File: src/csr_params.svh
`ifndef CSR_PARAMS_SVH
`define CSR_PARAMS_SVH

`define CSR_DATA_WIDTH 32

// --------------------
// Machine-mode CSR addresses
// --------------------
`define CSR_MSTATUS       12'h300
`define CSR_MISA          12'h301
`define CSR_MIE           12'h304
`define CSR_MTVEC         12'h305
`define CSR_MCOUNTEREN    12'h306
`define CSR_MCOUNTINHIBIT 12'h320
`define CSR_MSCRATCH      12'h340
`define CSR_MEPC          12'h341
`define CSR_MCAUSE        12'h342
`define CSR_MIP           12'h344
`define CSR_MCYCLE        12'hB00
`define CSR_MINSTRET      12'hB02
`define CSR_MCYCLEH       12'hB80
`define CSR_MINSTRETH     12'hB82

// MXL = 1 (RV32), I at bit 8, M at bit 12
`define CSR_MISA_VALUE    32'h4000_1100

// --------------------
// mstatus fields
// --------------------
`define MSTATUS_MIE_BIT   3
`define MSTATUS_MPIE_BIT  7

`endif

File: src/CsrPkg.sv
`include "csr_params.svh"

package CsrPkg;

    // One CSR data word
    typedef logic [`CSR_DATA_WIDTH-1:0] CsrData;

    // 12-bit CSR address space
    typedef logic [11:0] CsrAddr;

    // Access kind requested by the core
    typedef enum logic [2:0]
    {
        CSR_OP_NONE  = 3'd0,   // No access
        CSR_OP_READ  = 3'd1,   // Read only
        CSR_OP_WRITE = 3'd2,   // Replace with operand
        CSR_OP_SET   = 3'd3,   // OR in operand bits
        CSR_OP_CLEAR = 3'd4    // Clear operand bits
    } CsrOp;

    // mcause layout, bit 31 flags an interrupt
    typedef logic [`CSR_DATA_WIDTH-1:0] CauseCode;

endpackage

File: src/CsrBus.sv
`timescale 1ns/1ps

interface CsrBus;
    import CsrPkg::*;

    logic   strobe;   // One-cycle write enable
    CsrAddr addr;     // Target CSR
    CsrData wdata;    // Final value to store
    CsrData rdata;    // Zero unless hit
    logic   hit;      // Address owned by this block

    // Top level side
    modport master
    (
        output strobe,
        output addr,
        output wdata,
        input  rdata,
        input  hit
    );

    // Register block side
    modport slave
    (
        input  strobe,
        input  addr,
        input  wdata,
        output rdata,
        output hit
    );

endinterface

File: src/CsrControlRegs.sv
`timescale 1ns/1ps
`include "csr_params.svh"

module CsrControlRegs
(
    input  logic             i_clock,
    input  logic             i_rstN,
    CsrBus.slave             bus,
    input  logic             i_trap,
    input  CsrPkg::CsrData   i_trapPc,
    input  CsrPkg::CauseCode i_trapCause,
    input  logic             i_mret,
    output CsrPkg::CsrData   o_trapVector,
    output CsrPkg::CsrData   o_epc,
    output logic             o_irqEnable,
    output logic             o_inhibitCycle,
    output logic             o_inhibitInstret
);
    import CsrPkg::*;

    logic        mstatusMie;
    logic        mstatusMpie;
    logic [29:0] mtvecBase;
    logic [1:0]  mtvecMode;    // 0 direct, 1 vectored
    CsrData      mscratch;
    logic [29:0] mepcWord;     // Word aligned return pc
    CauseCode    mcause;
    logic [2:0]  mieBits;      // MEIE, MTIE, MSIE
    logic [2:0]  mcounteren;   // IR, TM, CY
    logic        inhibitCy;
    logic        inhibitIr;
    CsrData      baseAddr;

    // --------------------
    // Register update
    // --------------------
    always_ff @(posedge i_clock)
    begin
        if (!i_rstN)
        begin
            mstatusMie  <= 1'b0;
            mstatusMpie <= 1'b0;
            mtvecBase   <= '0;
            mtvecMode   <= 2'b00;
            mscratch    <= '0;
            mepcWord    <= '0;
            mcause      <= '0;
            mieBits     <= '0;
            mcounteren  <= '0;
            inhibitCy   <= 1'b1;   // Counters start stopped
            inhibitIr   <= 1'b1;
        end
        else
        begin
            if (bus.strobe)
            begin
                case (bus.addr)
                    `CSR_MSTATUS:
                    begin
                        mstatusMie  <= bus.wdata[`MSTATUS_MIE_BIT];
                        mstatusMpie <= bus.wdata[`MSTATUS_MPIE_BIT];
                    end
                    `CSR_MTVEC:
                    begin
                        mtvecBase <= bus.wdata[31:2];
                        if (!bus.wdata[1])                   // Modes 2 and 3 are reserved
                            mtvecMode <= bus.wdata[1:0];
                    end
                    `CSR_MSCRATCH:      mscratch   <= bus.wdata;
                    `CSR_MEPC:          mepcWord   <= bus.wdata[31:2];
                    `CSR_MCAUSE:        mcause     <= bus.wdata;
                    `CSR_MIE:           mieBits    <= {bus.wdata[11], bus.wdata[7], bus.wdata[3]};
                    `CSR_MCOUNTEREN:    mcounteren <= bus.wdata[2:0];
                    `CSR_MCOUNTINHIBIT:
                    begin
                        inhibitCy <= bus.wdata[0];
                        inhibitIr <= bus.wdata[2];
                    end
                    default: ;
                endcase
            end

            // Later assignments override a CSR write in the same cycle
            if (i_trap)
            begin
                mepcWord    <= i_trapPc[31:2];
                mcause      <= i_trapCause;
                mstatusMpie <= mstatusMie;
                mstatusMie  <= 1'b0;
            end
            else if (i_mret)
            begin
                mstatusMie  <= mstatusMpie;
                mstatusMpie <= 1'b1;
            end
        end
    end

    // --------------------
    // Read-back
    // --------------------
    always_comb
    begin
        bus.hit   = 1'b1;
        bus.rdata = '0;
        case (bus.addr)
            `CSR_MSTATUS:
            begin
                bus.rdata[`MSTATUS_MIE_BIT]  = mstatusMie;
                bus.rdata[`MSTATUS_MPIE_BIT] = mstatusMpie;
            end
            `CSR_MISA:          bus.rdata = `CSR_MISA_VALUE;
            `CSR_MIE:           bus.rdata = {20'b0, mieBits[2], 3'b0, mieBits[1],
                                             3'b0, mieBits[0], 3'b0};
            `CSR_MTVEC:         bus.rdata = {mtvecBase, mtvecMode};
            `CSR_MCOUNTEREN:    bus.rdata = {29'b0, mcounteren};
            `CSR_MCOUNTINHIBIT: bus.rdata = {29'b0, inhibitIr, 1'b0, inhibitCy};
            `CSR_MSCRATCH:      bus.rdata = mscratch;
            `CSR_MEPC:          bus.rdata = {mepcWord, 2'b00};
            `CSR_MCAUSE:        bus.rdata = mcause;
            `CSR_MIP:           bus.rdata = '0;   // No pending logic
            default:            bus.hit   = 1'b0;
        endcase
    end

    assign baseAddr = {mtvecBase, 2'b00};

    // Vectored mode only offsets interrupts
    assign o_trapVector = (mtvecMode == 2'b01 && mcause[31])
                        ? baseAddr + {mcause[29:0], 2'b00}
                        : baseAddr;

    assign o_epc            = {mepcWord, 2'b00};
    assign o_irqEnable      = mstatusMie;
    assign o_inhibitCycle   = inhibitCy;
    assign o_inhibitInstret = inhibitIr;

    // The core never traps and returns in the same cycle
    assert property (@(posedge i_clock) disable iff (!i_rstN) !(i_trap && i_mret))
        else $error("trap and mret strobed in the same cycle");

    // A reserved mode leaves the previous mode in place
    assert property (@(posedge i_clock) disable iff (!i_rstN)
        (bus.strobe && bus.addr == `CSR_MTVEC && bus.wdata[1]) |=> $stable(mtvecMode))
        else $error("mtvec mode changed on a reserved-mode write");

endmodule

File: src/CsrCounters.sv
`timescale 1ns/1ps
`include "csr_params.svh"

module CsrCounters
(
    input  logic i_clock,
    input  logic i_rstN,
    CsrBus.slave bus,
    input  logic i_instRet,
    input  logic i_inhibitCycle,
    input  logic i_inhibitInstret
);
    import CsrPkg::*;

    logic [63:0] cycleCount;
    logic [63:0] instretCount;
    logic        wrCycleLo;
    logic        wrCycleHi;
    logic        wrInstretLo;
    logic        wrInstretHi;

    // Written half wins, a high write lets the low half keep counting
    function automatic logic [63:0] nextCount
    (
        input logic [63:0] count,
        input logic        inc,
        input logic        wrLo,
        input logic        wrHi,
        input CsrData      data
    );
        logic [63:0] stepped;
        stepped = count + 64'(inc);
        if (wrLo)
            nextCount = {count[63:32], data};
        else if (wrHi)
            nextCount = {data, stepped[31:0]};
        else
            nextCount = stepped;
    endfunction

    assign wrCycleLo   = bus.strobe && (bus.addr == `CSR_MCYCLE);
    assign wrCycleHi   = bus.strobe && (bus.addr == `CSR_MCYCLEH);
    assign wrInstretLo = bus.strobe && (bus.addr == `CSR_MINSTRET);
    assign wrInstretHi = bus.strobe && (bus.addr == `CSR_MINSTRETH);

    // --------------------
    // Counter update
    // --------------------
    always_ff @(posedge i_clock)
    begin
        if (!i_rstN)
        begin
            cycleCount   <= '0;
            instretCount <= '0;
        end
        else
        begin
            cycleCount   <= nextCount(cycleCount, !i_inhibitCycle,
                                      wrCycleLo, wrCycleHi, bus.wdata);
            instretCount <= nextCount(instretCount, !i_inhibitInstret && i_instRet,
                                      wrInstretLo, wrInstretHi, bus.wdata);
        end
    end

    always_comb
    begin
        bus.hit   = 1'b1;
        bus.rdata = '0;
        case (bus.addr)
            `CSR_MCYCLE:    bus.rdata = cycleCount[31:0];
            `CSR_MCYCLEH:   bus.rdata = cycleCount[63:32];
            `CSR_MINSTRET:  bus.rdata = instretCount[31:0];
            `CSR_MINSTRETH: bus.rdata = instretCount[63:32];
            default:        bus.hit   = 1'b0;
        endcase
    end

    // Inhibit bits come from the control block
    assert property (@(posedge i_clock) disable iff (!i_rstN)
        (i_inhibitCycle && !(wrCycleLo || wrCycleHi)) |=> $stable(cycleCount))
        else $error("mcycle moved while inhibited");

    assert property (@(posedge i_clock) disable iff (!i_rstN)
        (i_inhibitInstret && !(wrInstretLo || wrInstretHi)) |=> $stable(instretCount))
        else $error("minstret moved while inhibited");

endmodule

File: src/CsrUnit.sv
`timescale 1ns/1ps
`include "csr_params.svh"

module CsrUnit
(
    input  logic             i_clock,
    input  logic             i_rstN,
    input  logic             i_valid,
    input  CsrPkg::CsrOp     i_op,
    input  CsrPkg::CsrAddr   i_addr,
    input  CsrPkg::CsrData   i_wdata,
    output CsrPkg::CsrData   o_rdata,
    output logic             o_illegal,
    input  logic             i_instRet,
    input  logic             i_trap,
    input  CsrPkg::CsrData   i_trapPc,
    input  CsrPkg::CauseCode i_trapCause,
    input  logic             i_mret,
    output CsrPkg::CsrData   o_trapVector,
    output CsrPkg::CsrData   o_epc,
    output logic             o_irqEnable
);
    import CsrPkg::*;

    CsrBus ctrlBus ();
    CsrBus cntBus ();

    logic   isWriteOp;
    logic   readOnly;
    logic   anyHit;
    logic   writeStrobe;
    logic   inhibitCycle;
    logic   inhibitInstret;
    CsrData newValue;

    // --------------------
    // Access decode
    // --------------------
    assign o_rdata   = ctrlBus.rdata | cntBus.rdata;   // Non-hitting block returns zero
    assign anyHit    = ctrlBus.hit | cntBus.hit;
    assign isWriteOp = i_op inside {CSR_OP_WRITE, CSR_OP_SET, CSR_OP_CLEAR};
    assign readOnly  = (i_addr == `CSR_MISA) || (i_addr == `CSR_MIP);
    assign o_illegal = i_valid && (!anyHit || (isWriteOp && readOnly));

    // Read-modify-write on the current value
    always_comb
    begin
        case (i_op)
            CSR_OP_WRITE: newValue = i_wdata;
            CSR_OP_SET:   newValue = o_rdata | i_wdata;
            CSR_OP_CLEAR: newValue = o_rdata & ~i_wdata;
            default:      newValue = o_rdata;
        endcase
    end

    assign writeStrobe = i_valid && isWriteOp && !o_illegal;

    assign ctrlBus.strobe = writeStrobe;
    assign ctrlBus.addr   = i_addr;
    assign ctrlBus.wdata  = newValue;
    assign cntBus.strobe  = writeStrobe;
    assign cntBus.addr    = i_addr;
    assign cntBus.wdata   = newValue;

    // --------------------
    // Blocks
    // --------------------
    CsrControlRegs u_controlRegs
    (
        .i_clock          (i_clock),
        .i_rstN           (i_rstN),
        .bus              (ctrlBus),
        .i_trap           (i_trap),
        .i_trapPc         (i_trapPc),
        .i_trapCause      (i_trapCause),
        .i_mret           (i_mret),
        .o_trapVector     (o_trapVector),
        .o_epc            (o_epc),
        .o_irqEnable      (o_irqEnable),
        .o_inhibitCycle   (inhibitCycle),
        .o_inhibitInstret (inhibitInstret)
    );

    CsrCounters u_counters
    (
        .i_clock          (i_clock),
        .i_rstN           (i_rstN),
        .bus              (cntBus),
        .i_instRet        (i_instRet),
        .i_inhibitCycle   (inhibitCycle),
        .i_inhibitInstret (inhibitInstret)
    );

    // Address maps of the two blocks are disjoint
    assert property (@(posedge i_clock) disable iff (!i_rstN) !(ctrlBus.hit && cntBus.hit))
        else $error("both CSR blocks claim address %h", i_addr);

endmodule

File: config.mk
export PLATFORM = sky130hd
export DESIGN_NAME = CsrUnit
export DESIGN_NICKNAME = d
export VERILOG_FILES = /design/src/CsrPkg.sv /design/src/CsrBus.sv /design/src/CsrControlRegs.sv /design/src/CsrCounters.sv /design/src/CsrUnit.sv
export VERILOG_INCLUDE_DIRS = /design/src /design/src/src
export SDC_FILE = /design/constraint.sdc
export NUM_CORES = 1
export LEC_CHECK = 0
export ABC_AREA = 1
export BUFFER_PORTS_ARGS = -buffer_cell sky130_fd_sc_hd__buf_2
export CORE_UTILIZATION = 40
export DETAILED_ROUTE_END_ITERATION = 8
export HOLD_SLACK_MARGIN = 0.02
export MAX_ROUTING_LAYER = met4
export PLACE_DENSITY_LB_ADDON = 0.15
export REMOVE_ABC_BUFFERS = 1
export SYNTH_ARGS = -nofsm -noshare
export SYNTH_HDL_FRONTEND = slang
export SYNTH_HIERARCHICAL = 1
export SYNTH_SLANG_ARGS = --single-unit
File: constraint.sdc
create_clock -name i_clock -period 5.4 [get_ports i_clock]
set_clock_uncertainty 0.15 [all_clocks]
set_input_delay 0.81 -clock i_clock [delete_from_list [all_inputs] [get_ports i_clock]]
set_output_delay 0.81 -clock i_clock [all_outputs]
set_load 0.02 [all_outputs]
Yosys cells after proc, flatten, opt, wreduce, memory -nomap -nowiden
Index checks and enable logic that the tools add are counted.
{"block": "classes", "n_addsub": 3, "eq_ne": 17, "mux": 27, "bitwise": 7, "n_reduce_logical": 37}
{"cell": "two-way mux 32 bit", "count": 6}
{"cell": "one-hot mux 24 bit (6 select lines)", "count": 1}
{"cell": "adder 64 x 1 -> 64 bit", "count": 2}
{"cell": "two-way mux 64 bit", "count": 2}
{"cell": "one-hot mux 32 bit (4 select lines)", "count": 1}
{"cell": "== test 12 x 10 -> 1 bit, second input constant", "count": 10}
{"cell": "one-hot mux 32 bit (3 select lines)", "count": 1}
{"cell": "two-way mux 30 bit", "count": 3}
{"cell": "OR 32 bit", "count": 2}
{"cell": "== test 12 bit, second input constant", "count": 4}
{"cell": "adder 32 bit", "count": 1}
{"cell": "bitwise AND 32 bit", "count": 1}
{"cell": "NOT 32 bit", "count": 1}
{"cell": "one-hot mux 3 bit (6 select lines)", "count": 1}
{"cell": "AND reduction 2 bit", "count": 9}
{"cell": "one-hot mux 1 bit (6 select lines)", "count": 2}
{"cell": "one-hot mux 3 bit (4 select lines)", "count": 1}
{"cell": "logical AND 1 bit", "count": 10}
{"cell": "nonzero test 2 bit", "count": 5}
{"cell": "OR reduction 10 bit", "count": 1}
{"cell": "two-way mux 1 bit", "count": 9}
{"cell": "nonzero test 3 bit", "count": 3}
{"cell": "== test 3 x 2 -> 1 bit, second input constant", "count": 2}
{"cell": "logical NOT 1 bit", "count": 4}
{"cell": "other kinds (7)", "count": 9}
{"block": "word_totals", "ff_bits": 263, "input_bits": 117, "output_inout_bits": 98, "word_cells": 106}

Logic depth before layout (Yosys ltp)
Gate-level depths: netlist of the first run.
{"block": "depth", "ltp_word": 12, "depth_mapped": 20, "ltp_nobuf": 17}

Modules after synthesis
Netlist of the first run, hierarchy kept.
{"module": "CsrCounters", "n_inst": 1, "cells_each": 1803, "area_each_um2": 10229.8, "seq_area_each_um2": 2562.5}
{"module": "CsrControlRegs", "n_inst": 1, "cells_each": 1487, "area_each_um2": 8959.8, "seq_area_each_um2": 2702.6}
{"module": "CsrUnit", "n_inst": 1, "cells_each": 231, "area_each_um2": 1123.6, "seq_area_each_um2": 0.0}

Worst setup path after synthesis of the first run
OpenSTA, ideal clock, no wires.
{"block": "synth_timing", "kind": "input to output", "start": "input i_addr[1]", "end": "output o_illegal", "arrival_time_ps": 2369, "slack_ps": 2071, "path_stages": 10, "n_path_buf": 0, "path_cell_list": "inv_1 -> nand2_1 -> inv_1 -> nand3_1 -> inv_1 -> or2_2 -> nor2_1 -> nand2_1 -> or2_2 -> a21oi_1"}
{"block": "synth_via", "elab_chain_cells": 7, "word_cells_on_any_way": 24}
{"item": "from (decl)", "line_no": "CsrUnit.sv:10", "source": "input CsrPkg::CsrAddr i_addr,"}
{"item": "== test 12 x 10 -> 1 bit", "line_no": "CsrControlRegs.sv:106", "source": "case (bus.addr)"}
{"item": "OR reduction 10 bit (no source line) (*)"}
{"item": "two-way mux 1 bit (*)", "line_no": "CsrControlRegs.sv:106"}
{"item": "named net ctrlBus.hit", "line_no": "CsrBus.sv:10", "source": "logic hit;"}
{"item": "OR 1 bit (*)", "line_no": "CsrUnit.sv:40", "source": "assign anyHit = ctrlBus.hit | cntBus.hit;"}
{"item": "logical NOT 1 bit (*)", "line_no": "CsrUnit.sv:43", "source": "assign o_illegal = i_valid && (!anyHit || (isWriteOp && readOnly));"}
{"item": "logical OR 1 bit (*)", "line_no": "CsrUnit.sv:43"}
{"item": "logical AND 1 bit (*)", "line_no": "CsrUnit.sv:43"}
{"item": "to (decl)", "line_no": "CsrUnit.sv:13", "source": "output logic o_illegal,"}
The timed path passes the listed nets; every way through them passes the cells marked *.

Worst setup path after layout of the first run
{"block": "layout_timing", "start": "input i_addr[9]", "end": "output o_rdata[29]"}
{"block": "layout_via", "elab_chain_cells": 3, "word_cells_on_any_way": 13}
{"item": "== test 12 bit", "line_no": "CsrCounters.sv:69", "source": "case (bus.addr)"}
{"item": "one-hot mux 32 bit (4 select lines) (*)", "line_no": "CsrCounters.sv:69"}
{"item": "named net cntBus.rdata[29]", "line_no": "CsrBus.sv:9", "source": "CsrData rdata;"}
{"item": "OR 32 bit (*)", "line_no": "CsrUnit.sv:39", "source": "assign o_rdata = ctrlBus.rdata | cntBus.rdata;"}
{"item": "to (decl)", "line_no": "CsrUnit.sv:12", "source": "output CsrPkg::CsrData o_rdata,"}
Marks and branches as above.

==> reports/results.txt, run 1 <==
outcome = finished clean
DRC = 0
final net count = 3810
Max Buffers Root-to-Sink = 3
Initial Util = 40.5%
crit-path cells = buf_2 -> nand4_2 -> nor2_1 -> nand2_2 -> nor2_4 -> inv_1 -> o22ai_1 -> or2_2 -> or2_2 -> buf_2
clock-pin slew on the worst setup and hold paths = 60 ps
die area = 51700 µm²
post-CTS setup buffer count = 0
global-route wire length before repair = 131000 µm
Final period util = 74.6%
Synth Flop Type = dfxtp_1
register bit total from synthesis = 263
die height = 227 µm
clk sinks = 263
fin. max-slew vios = 0
WP buf/inv = 3
peak supply drop = 0.000201 V
ys async rst share = 0%
Power Total = 4.78 mW
vias in the first global route = 21500
RSZ-0062 raised after global routing = false
Cells after Synth = 3521
IO buf count = 208
Finished Core Util = 45.9%
max-capacitance violation count = 0
R2R depth = 10
Root Buffer = clkbuf_16
fin crit period = 4030 ps
Req. time, crit path = 4440 ps
core footprint = 50200 µm²
Post-synth EDFFs = 0
post-synthesis cell area = 20300 µm²
Critical Path Start Type = input pin
via count = 23600
number of fill cells = 5526
Routed WL per cell = 20.2 µm
Placer Congestion = 1.02
final setup TNS = 0 ps
Worst path slowest cell = inv_1
hold buffer count at cts = 0
Pleak = 9.72 nW
final hold vios = 0
top cells by area, synth = dfxtp_1 (26%), nand2_1 (20%), inv_1 (8.1%), nand3_1 (7.1%), nor2_1 (6.6%)
PwrDens = 208 nW/µm²
Resize count post-CTS = 0
Final HPWL DP = 66100 µm
antenna viol nets, final = 0
Rel. slew slack = 20.0%
CTS tree = done
initial antenna violation count = 3
worst slew pin tran = 1190 ps
layout cell share with drive strength beyond 1 = 11.6%
synthesized area per cell = 5.77 µm²
Synth top area share = 25.9%
Top delay family on crit path = simple AND/OR/NAND/NOR gates
Tot GR Track Use = 34.8%
worst skew pair latency = 580 ps
clock buffer count from CTS = 35
WHS = 293 ps
CP Depth = 10
Routed WL = 88200 µm
f_max = 0.248 GHz
GRT overflow = 0
Setup-failing EPs final = 0
CP Class = input pin to output pin
Ys Warns = 6
Area Growth Syn to Fin = 13.3%
top cell type by total area after synthesis = dfxtp_1
Yosys cell types = 48
HP Class = flop to flop
sequential share of the synthesized area = 25.9%
htree depth = 2
DIE WIDTH = 227 µm
CP Max Fanout = 12
pin count of the biggest net entering global routing = 95
hold path depth = 2
FP Rows = 82
WP data arrival = 3070 ps
# IOs = 215
max incr delay on CP = 530 ps
via/cell ratio = 5.42
router iterations before antenna repair = 6
crit end category = output pin
initial DRC count = 2379
==> flip-flops by register name, indices dropped and copies added (netlist names), 3 cells and up <==
| signal | count |
|---|---|
| u_controlRegs/mcause | 32 |
| u_controlRegs/mcounteren | 3 |
| u_controlRegs/mepcWord | 30 |
| u_controlRegs/mieBits | 3 |
| u_controlRegs/mscratch | 32 |
| u_controlRegs/mtvecBase | 30 |
| u_counters/cycleCount | 64 |
| u_counters/instretCount | 64 |
==> path summary, 6_finish.rpt <==
path	slack (ps)	start	end
max reg2reg	2750	u_counters/cycleCount[29]	u_controlRegs/mcause[29]
min reg2reg	290	u_controlRegs/mscratch[13]	u_controlRegs/mscratch[13]
max	1370	i_addr[9]	o_rdata[29]
min	290	u_controlRegs/mscratch[13]	u_controlRegs/mscratch[13]
==> tightest hold or removal path, cell delays in order (launching register included) <==
cell and delay [ps]:
dfxtp_1 310, inv_1 50, a21oi_1 50
==> per-layer routing <==
layer / vias to the layer above / global-route usage (%) / part of all wire (%)
met5: - / - / 0
met4: 0 / 14.3 / 4.4
met3: 198 / 4.28 / 7.0
met2: 982 / 54.2 / 45
met1: 10900 / 45.4 / 43
li1: 11600 / - / -
==> final cells by class <==
cell class / count / area (µm²) / area share [%]
Multi-Input combinational cell: 2648 / 12500 / 54.5
Sequential cell: 263 / 5270 / 22.9
Inverter: 458 / 1730 / 7.53
Timing Repair Buffer: 253 / 1460 / 6.33
Clock buffer: 44 / 971 / 4.22
Tap cell: 672 / 841 / 3.65
Clock inverter: 17 / 185 / 0.805
Antenna cell: 3 / 7.51 / 0.0326
==> logic make-up after synthesis <==
family	Yosys count	synth area share, %
simple gates	1896	39.4
compound gates	672	18.3
buf+inv	613	12.4
flops	263	25.9
xor+xnor	42	1.81
fa+ha+maj	34	2.13
other cells	1	0.0185
==> synth_stat cells (9+ instances only) <==
master        n
buf_6        10
a31oi_1      45
buf_2        45
a21oi_1     238
or2_2        43
nor2_4       15
xnor2_1      14
dfxtp_1     263
nor2_2       13
xor2_1       28
o21ai_0     239
nand2_2      13
nor2_1      356
nand2_1    1107
o22ai_1      24
ha_1         33
nand3_1     289
buf_4         9
o21ai_1      43
inv_2        13
o21bai_1     20
o2111ai_1    44
nand4_1      26
inv_1       441
clkbuf_1     84
==> report_power, final <==
group | total (mW) | internal [mW] | switching [mW]
clock | 2.41 | 1.42 | 0.988
sequential | 1.99 | 1.97 | 0.0274
combinational | 0.375 | 0.118 | 0.257
total | 4.78 | 3.51 | 1.27
==> through the flow <==
stage	instance area, µm²	setup slack, ps	std cells
6_report	23000	1370	4358
5_1_grt	23000	1220	4358
4_1_cts	23000	1450	4355
3_5_place_dp	21800	1210	4294
3_3_place_gp	21800	1240	4294
2_1_floorplan	19500	-3710	3369
==> layout by cell type, fill, tap and decap left out, types with 9 or more instances in the layout <==
| master | count |
|---|---|
| or2_2 | 43 |
| o21bai_1 | 20 |
| clkinv_2 | 9 |
| nor2_1 | 355 |
| o22ai_1 | 24 |
| xor2_1 | 28 |
| nor2_4 | 17 |
| nand4_1 | 26 |
| clkbuf_16 | 36 |
| buf_4 | 40 |
| o21ai_0 | 239 |
| o2111ai_1 | 44 |
| inv_1 | 441 |
| inv_2 | 15 |
| xnor2_1 | 14 |
| buf_2 | 207 |
| nand2_2 | 13 |
| nand3_1 | 288 |
| dfxtp_1 | 263 |
| o21ai_1 | 43 |
| ha_1 | 33 |
| a21oi_1 | 238 |
| a31oi_1 | 45 |
| nor2_2 | 12 |
| nand2_1 | 1107 |
No activity file was read; power rests on OpenSTA's default activity.
==> run 2: changes to the inputs <==
==> constraint.sdc (replaced) <==
create_clock -name i_clock -period 3.8 [get_ports i_clock]
set_clock_uncertainty 0.15 [all_clocks]
set_input_delay 0.57 -clock i_clock [delete_from_list [all_inputs] [get_ports i_clock]]
set_output_delay 0.57 -clock i_clock [all_outputs]
set_load 0.02 [all_outputs]
==> reports/results.txt, run 2 (synthesis gave the netlist of run 1 again) <==
via/cell ratio = 5.40 (-0.46%)
pin count of the biggest net entering global routing = 109 (+15%)
die area = 51700 µm² (unchanged)
worst slew pin tran = 944 ps (-248 ps)
clock buffer count from CTS = 35 (unchanged)
antenna viol nets, final = 0 (unchanged)
peak supply drop = 0.000250 V (+25%)
Area Growth Syn to Fin = 15.5%
crit end category = output pin
IO buf count = 208 (unchanged)
number of fill cells = 5508 (-0.33%)
r2r startpoint = u_controlRegs/o_inhibitCycle
CTS tree = done
Worst path slowest cell = fa_2
Initial Util = 40.5% (unchanged)
fin. max-slew vios = 0 (unchanged)
Final period util = 95.1%
leading cell type in the layout, fill and taps excluded = nand2_1
DRC = 0 (unchanged)
global-route wire length before repair = 130000 µm (-1.2%)
final net count = 3859 (+1.3%)
final hold vios = 0 (unchanged)
Final HPWL DP = 67700 µm (+2.5%)
htree depth = 2 (unchanged)
Setup-failing EPs final = 0 (unchanged)
WP data arrival = 2890 ps (-180 ps)
via count = 23800 (+0.55%)
final setup TNS = 0 ps (unchanged)
DIE WIDTH = 227 µm (unchanged)
# IOs = 215 (unchanged)
post-layout instance area = 23500 µm² (+2.0%)
outcome = finished clean
Root Buffer = clkbuf_16
crit-path cells = ha_1 -> fa_2 -> nand3_1 -> nand3_2 -> nand2_1 -> nand3_1 -> or2_2 -> nand3_1 -> o21ai_0 -> buf_2
core footprint = 50200 µm² (unchanged)
f_max = 0.277 GHz
router iterations before antenna repair = 7 (+1)
initial DRC count = 2044 (-14%)
vias in the first global route = 21600 (+0.53%)
post-CTS setup buffer count = 0 (unchanged)
worst skew pair latency = 580 ps (about the same)
clock-pin slew on the worst setup and hold paths = 60 ps (about the same)
Finished Core Util = 46.8% (+0.91 points)
Critical Path Start Type = flop
Routed WL = 88000 µm (-0.28%)
max incr delay on CP = 420 ps (-110 ps)
reg-to-reg setup timing slack = 1290 ps (-1460 ps)
Pleak = 9.99 nW (+2.8%)
Routed WL per cell = 20.0 µm (-1.3%)
die height = 227 µm (unchanged)
R2R depth = 11 (+1)
CP Max Fanout = 6 (-6)
ant diodes = 0 (-3)
max-capacitance violation count = 0 (unchanged)
fin crit period = 3610 ps
Max Buffers Root-to-Sink = 3 (unchanged)
FP Rows = 82 (unchanged)
RSZ-0062 raised after global routing = false
CP Class = flop to output pin
hold path depth = 3 (+1)
Tot GR Track Use = 34.3% (-0.44 points)
HP Class = input pin to flop
PwrDens = 283 nW/µm² (+36%)
most frequent cells in the layout = nand2_1 (1107), inv_1 (441), nor2_1 (355)
Hold Crit Start = i_trapCause[5]
placed inst area = 22400 µm² (+2.4%)
cell repeated most along the worst path = nand3_1
Rel. slew slack = 37.1% (+17 points)
Req. time, crit path = 3080 ps (-1360 ps)
initial antenna violation count = 3 (unchanged)
Placer Congestion = 1.01 (-1.2%)
worst reg2reg path endpoint = u_counters/cycleCount[34]
clk sinks = 263 (unchanged)
Top Registers = u_counters/cycleCount (64), u_counters/instretCount (64)
layout cell share with drive strength beyond 1 = 12.7% (+1.1 points)
Hold EP = u_controlRegs/mcause[5]
GRT overflow = 0 (unchanged)
[run 2: cell count changes in the layout (fill, tap and decap cells not counted), sizes merged]
cell    before  now
bufinv       4    2
clkbuf      44   48
diode        3    0
buf        253  302
clkinv      13    9
[run 2: per-layer routing]
metal / vias to the layer above / GRT usage (%) / routed length [µm]
met4: 0 / 14.8 / 3910
met3: 195 / 3.72 / 6050
li1: 11700 / - / -
met2: 938 / 54.7 / 40100
met1: 10900 / 43.9 / 38000
met5: - / - / 0
[run 2: cell type report]
type	count	area (µm²)	share of cell area (%)
timing repair buffer	302	1970	8.41
sequential	263	5270	22.4
clock inverter	11	120	0.512
inverter	458	1730	7.39
multi-input combinational	2648	12600	53.5
tap	672	841	3.58
clock buffer	48	975	4.15
[run 2: worst max path at each step]
stage                                from                           to  slack [ps]  depth (start not counted)
2_1_floorplan                   i_addr[5]    u_counters/cycleCount[32]       -5070                         13
3_5_place_dp                    i_addr[5]  u_counters/instretCount[54]         150                         15
3_3_place_gp                    i_addr[5]    u_counters/cycleCount[43]         160                         15
6_report       u_controlRegs/mtvecBase[0]             o_trapVector[10]         190                         10
5_1_grt           u_controlRegs/mcause[0]             o_trapVector[26]          70                         12
4_1_cts        u_controlRegs/mtvecBase[0]             o_trapVector[10]          40                         10
[run 2: critical path: cells and delay by family, from the launching register on]
family | cells | cell delay, ps
compound gates | 1 | 140
buf+inv | 1 | 210
simple gates | 6 | 920
fa+ha+maj | 2 | 710
flops | 1 | 330
[run 2: timing repair]
item	4_1_cts	5_1_grt
hold buffers	0	0
setup endpoints to repair	0	6
resized for setup	0	2
[run 2: report_power, final]
| part | total, mW | internal [mW] | switching, mW | leakage, nW |
|---|---|---|---|---|
| combinational | 0.552 | 0.183 | 0.369 | 7.32 |
| clock | 3.25 | 1.87 | 1.38 | 0.538 |
| sequential | 2.83 | 2.79 | 0.0380 | 2.13 |
| total | 6.64 | 4.85 | 1.79 | 9.99 |
[run 2: through the flow]
step	hold slack [ps]	power [mW]	cells	worst slack (ps)
6_report	113	6.64	4402	188
5_1_grt	111	6.84	4402	74.5
4_1_cts	96.0	6.67	4402	41.9
3_5_place_dp	286	3.43	4343	149
3_3_place_gp	283	3.43	4343	155
2_1_floorplan	273	3.15	3369	-5070
==> run 3: changes to the inputs <==
--- a/config.mk
+++ b/config.mk
@@ -8,6 +8,8 @@
 export LEC_CHECK = 0
 export ABC_AREA = 1
 export BUFFER_PORTS_ARGS = -buffer_cell sky130_fd_sc_hd__buf_2
+export CELL_PAD_IN_SITES_DETAIL_PLACEMENT = 1
+export CELL_PAD_IN_SITES_GLOBAL_PLACEMENT = 1
 export CORE_UTILIZATION = 40
 export DETAILED_ROUTE_END_ITERATION = 8
 export HOLD_SLACK_MARGIN = 0.02
==> reports/results.txt, run 3 (synthesis gave the netlist of run 1 again) <==
Routed WL per cell = 23.1 µm (+15%)
most frequent cells in the layout = nand2_1 (1107), inv_1 (441), nor2_1 (355)
Tot GR Track Use = 40.0% (+5.7 points)
cell repeated most along the worst path = nand2_1
Final period util = 95.6% (+0.52 points)
Root Buffer = clkbuf_16
WP data arrival = 2910 ps (+20 ps)
via count = 25100 (+5.5%)
die height = 227 µm (unchanged)
max incr delay on CP = 490 ps (+70 ps)
Setup-failing EPs final = 0 (unchanged)
Req. time, crit path = 3080 ps (about the same)
clock-pin slew on the worst setup and hold paths = 60 ps (about the same)
antenna viol nets, final = 0 (unchanged)
leading cell type in the layout, fill and taps excluded = nand2_1
f_max = 0.275 GHz (-0.55%)
Worst path slowest cell = fa_1
CP Class = flop to output pin
worst slew pin tran = 932 ps (-11.5 ps)
Finished Core Util = 47.0% (+0.21 points)
layout cell share with drive strength beyond 1 = 12.9% (+0.23 points)
fin. max-slew vios = 0 (unchanged)
pin count of the biggest net entering global routing = 120 (+10%)
clk sinks = 263 (unchanged)
RSZ-0062 raised after global routing = false
Area Growth Syn to Fin = 16.0%
Initial Util = 40.5% (unchanged)
die area = 51700 µm² (unchanged)
final hold vios = 0 (unchanged)
DIE WIDTH = 227 µm (unchanged)
via/cell ratio = 5.69 (+5.4%)
Rel. slew slack = 37.8% (+0.77 points)
Max Buffers Root-to-Sink = 3 (unchanged)
htree depth = 2 (unchanged)
vias in the first global route = 25100 (+16%)
outcome = finished clean
Critical Path Start Type = flop
IO buf count = 208 (unchanged)
Top Registers = u_counters/cycleCount (64), u_counters/instretCount (64)
HP Class = input pin to flop
placed cells = 4345 (+0.046%)
FP Rows = 82 (unchanged)
PwrDens = 301 nW/µm² (+6.3%)
DRC = 0 (unchanged)
fin crit period = 3630 ps (+19.8 ps)
global-route wire length before repair = 151000 µm (+16%)
final cell count without fillers = 4407 (+0.11%)
GRT overflow = 0 (unchanged)
# IOs = 215 (unchanged)
peak supply drop = 0.000242 V (-3.3%)
initial DRC count = 1887 (-7.7%)
router iterations before antenna repair = 5 (-2)
worst skew pair latency = 560 ps (-20 ps)
CP Max Fanout = 6 (unchanged)
core footprint = 50200 µm² (unchanged)
initial antenna violation count = 0 (-3)
CTS tree = done
clock buffer count from CTS = 35 (unchanged)
crit end category = output pin
max-capacitance violation count = 0 (unchanged)
Pleak = 10.1 nW (+0.77%)
crit-path cells = ha_1 -> fa_1 -> nand3_1 -> nand3_2 -> nand3_1 -> nand3_2 -> nand2_1 -> nand2_1 -> nand2_1 -> nand3_1 -> nand2_1 -> buf_2
final net count = 3861 (+0.052%)
Placer Congestion = 1.02 (+1.1%)
Final HPWL DP = 79000 µm (+17%)
Routed WL = 102000 µm (+16%)
[run 3: changes by cell type in the layout (fill, tap and decap cells not counted), sizes merged]
cell | previous run | this run
diode | 0 | 1
clkbuf | 48 | 47
clkinvlp | 1 | 0
buf | 302 | 304
clkinv | 9 | 6
inv | 457 | 459
bufinv | 2 | 7
[run 3: where the power goes]
group	leakage [nW]	switching [mW]	total (mW)	internal, mW
sequential	2.13	0.0413	2.83	2.79
clock	0.618	1.41	3.68	2.27
combinational	7.32	0.391	0.574	0.182
[run 3: path summary, 6_finish.rpt]
kind | from | to | slack, ps | depth (start not counted)
setup reg to reg | u_controlRegs/o_inhibitCycle | u_counters/cycleCount[34] | 1120 | 11
hold / removal | i_trapPc[3] | u_controlRegs/mepcWord[1] | 130 | 3
setup / recovery | u_controlRegs/mcause[0] | o_trapVector[30] | 170 | 12
hold reg to reg | u_controlRegs/mscratch[14] | u_controlRegs/mscratch[14] | 300 | 2
[run 3: cell type report]
cell class / count / area (µm²)
flip-flops and latches: 263 / 5270
multi-input cells: 2648 / 12600
well taps: 672 / 841
fillers: 7109 / 26600
clock inverters: 14 / 231
repair buffers: 304 / 1930
diodes: 1 / 2.50
clock buffers: 47 / 1010
inverters: 458 / 1730
[run 3: critical path: cells and delay by family (launching register included)]
kind / cells / cell delay (ps)
fa+ha+maj: 2 / 760
buf+inv: 1 / 170
flops: 1 / 340
simple gates: 9 / 1100
[run 3: per-layer routing]
layer / global-route usage [%] / part of all wire, % / vias up
met5: - / 0 / -
met4: 23.1 / 6.3 / 0
met3: 4.07 / 5.8 / 274
met2: 65.7 / 47 / 940
met1: 47.6 / 41 / 12200
li1: - / - / 11700
[run 3: per-stage QoR]
| stage | setup slack [ps] | cell area, µm² | hold WS, ps | power, mW | setup TNS [ps] |
|---|---|---|---|---|---|
| global route | 64.2 | 23600 | 133 | 7.27 | 0 |
| global placement | 218 | 22300 | 282 | 3.43 | 0 |
| CTS | 25.0 | 23600 | 113 | 7.11 | 0 |
| detailed placement | 156 | 22300 | 287 | 3.45 | 0 |
| finish | 168 | 23600 | 131 | 7.09 | 0 |
| floorplan | -5070 | 19500 | 273 | 3.15 | -1151950 |
[run 3: timing repair]
item / CTS / global route
hold buffers: 0 / 0
gates resized for setup: 0 / 2
hold endpoints to repair: 0 / 0
buffers inserted: 0 / 0
setup endpoints to repair: 0 / 3
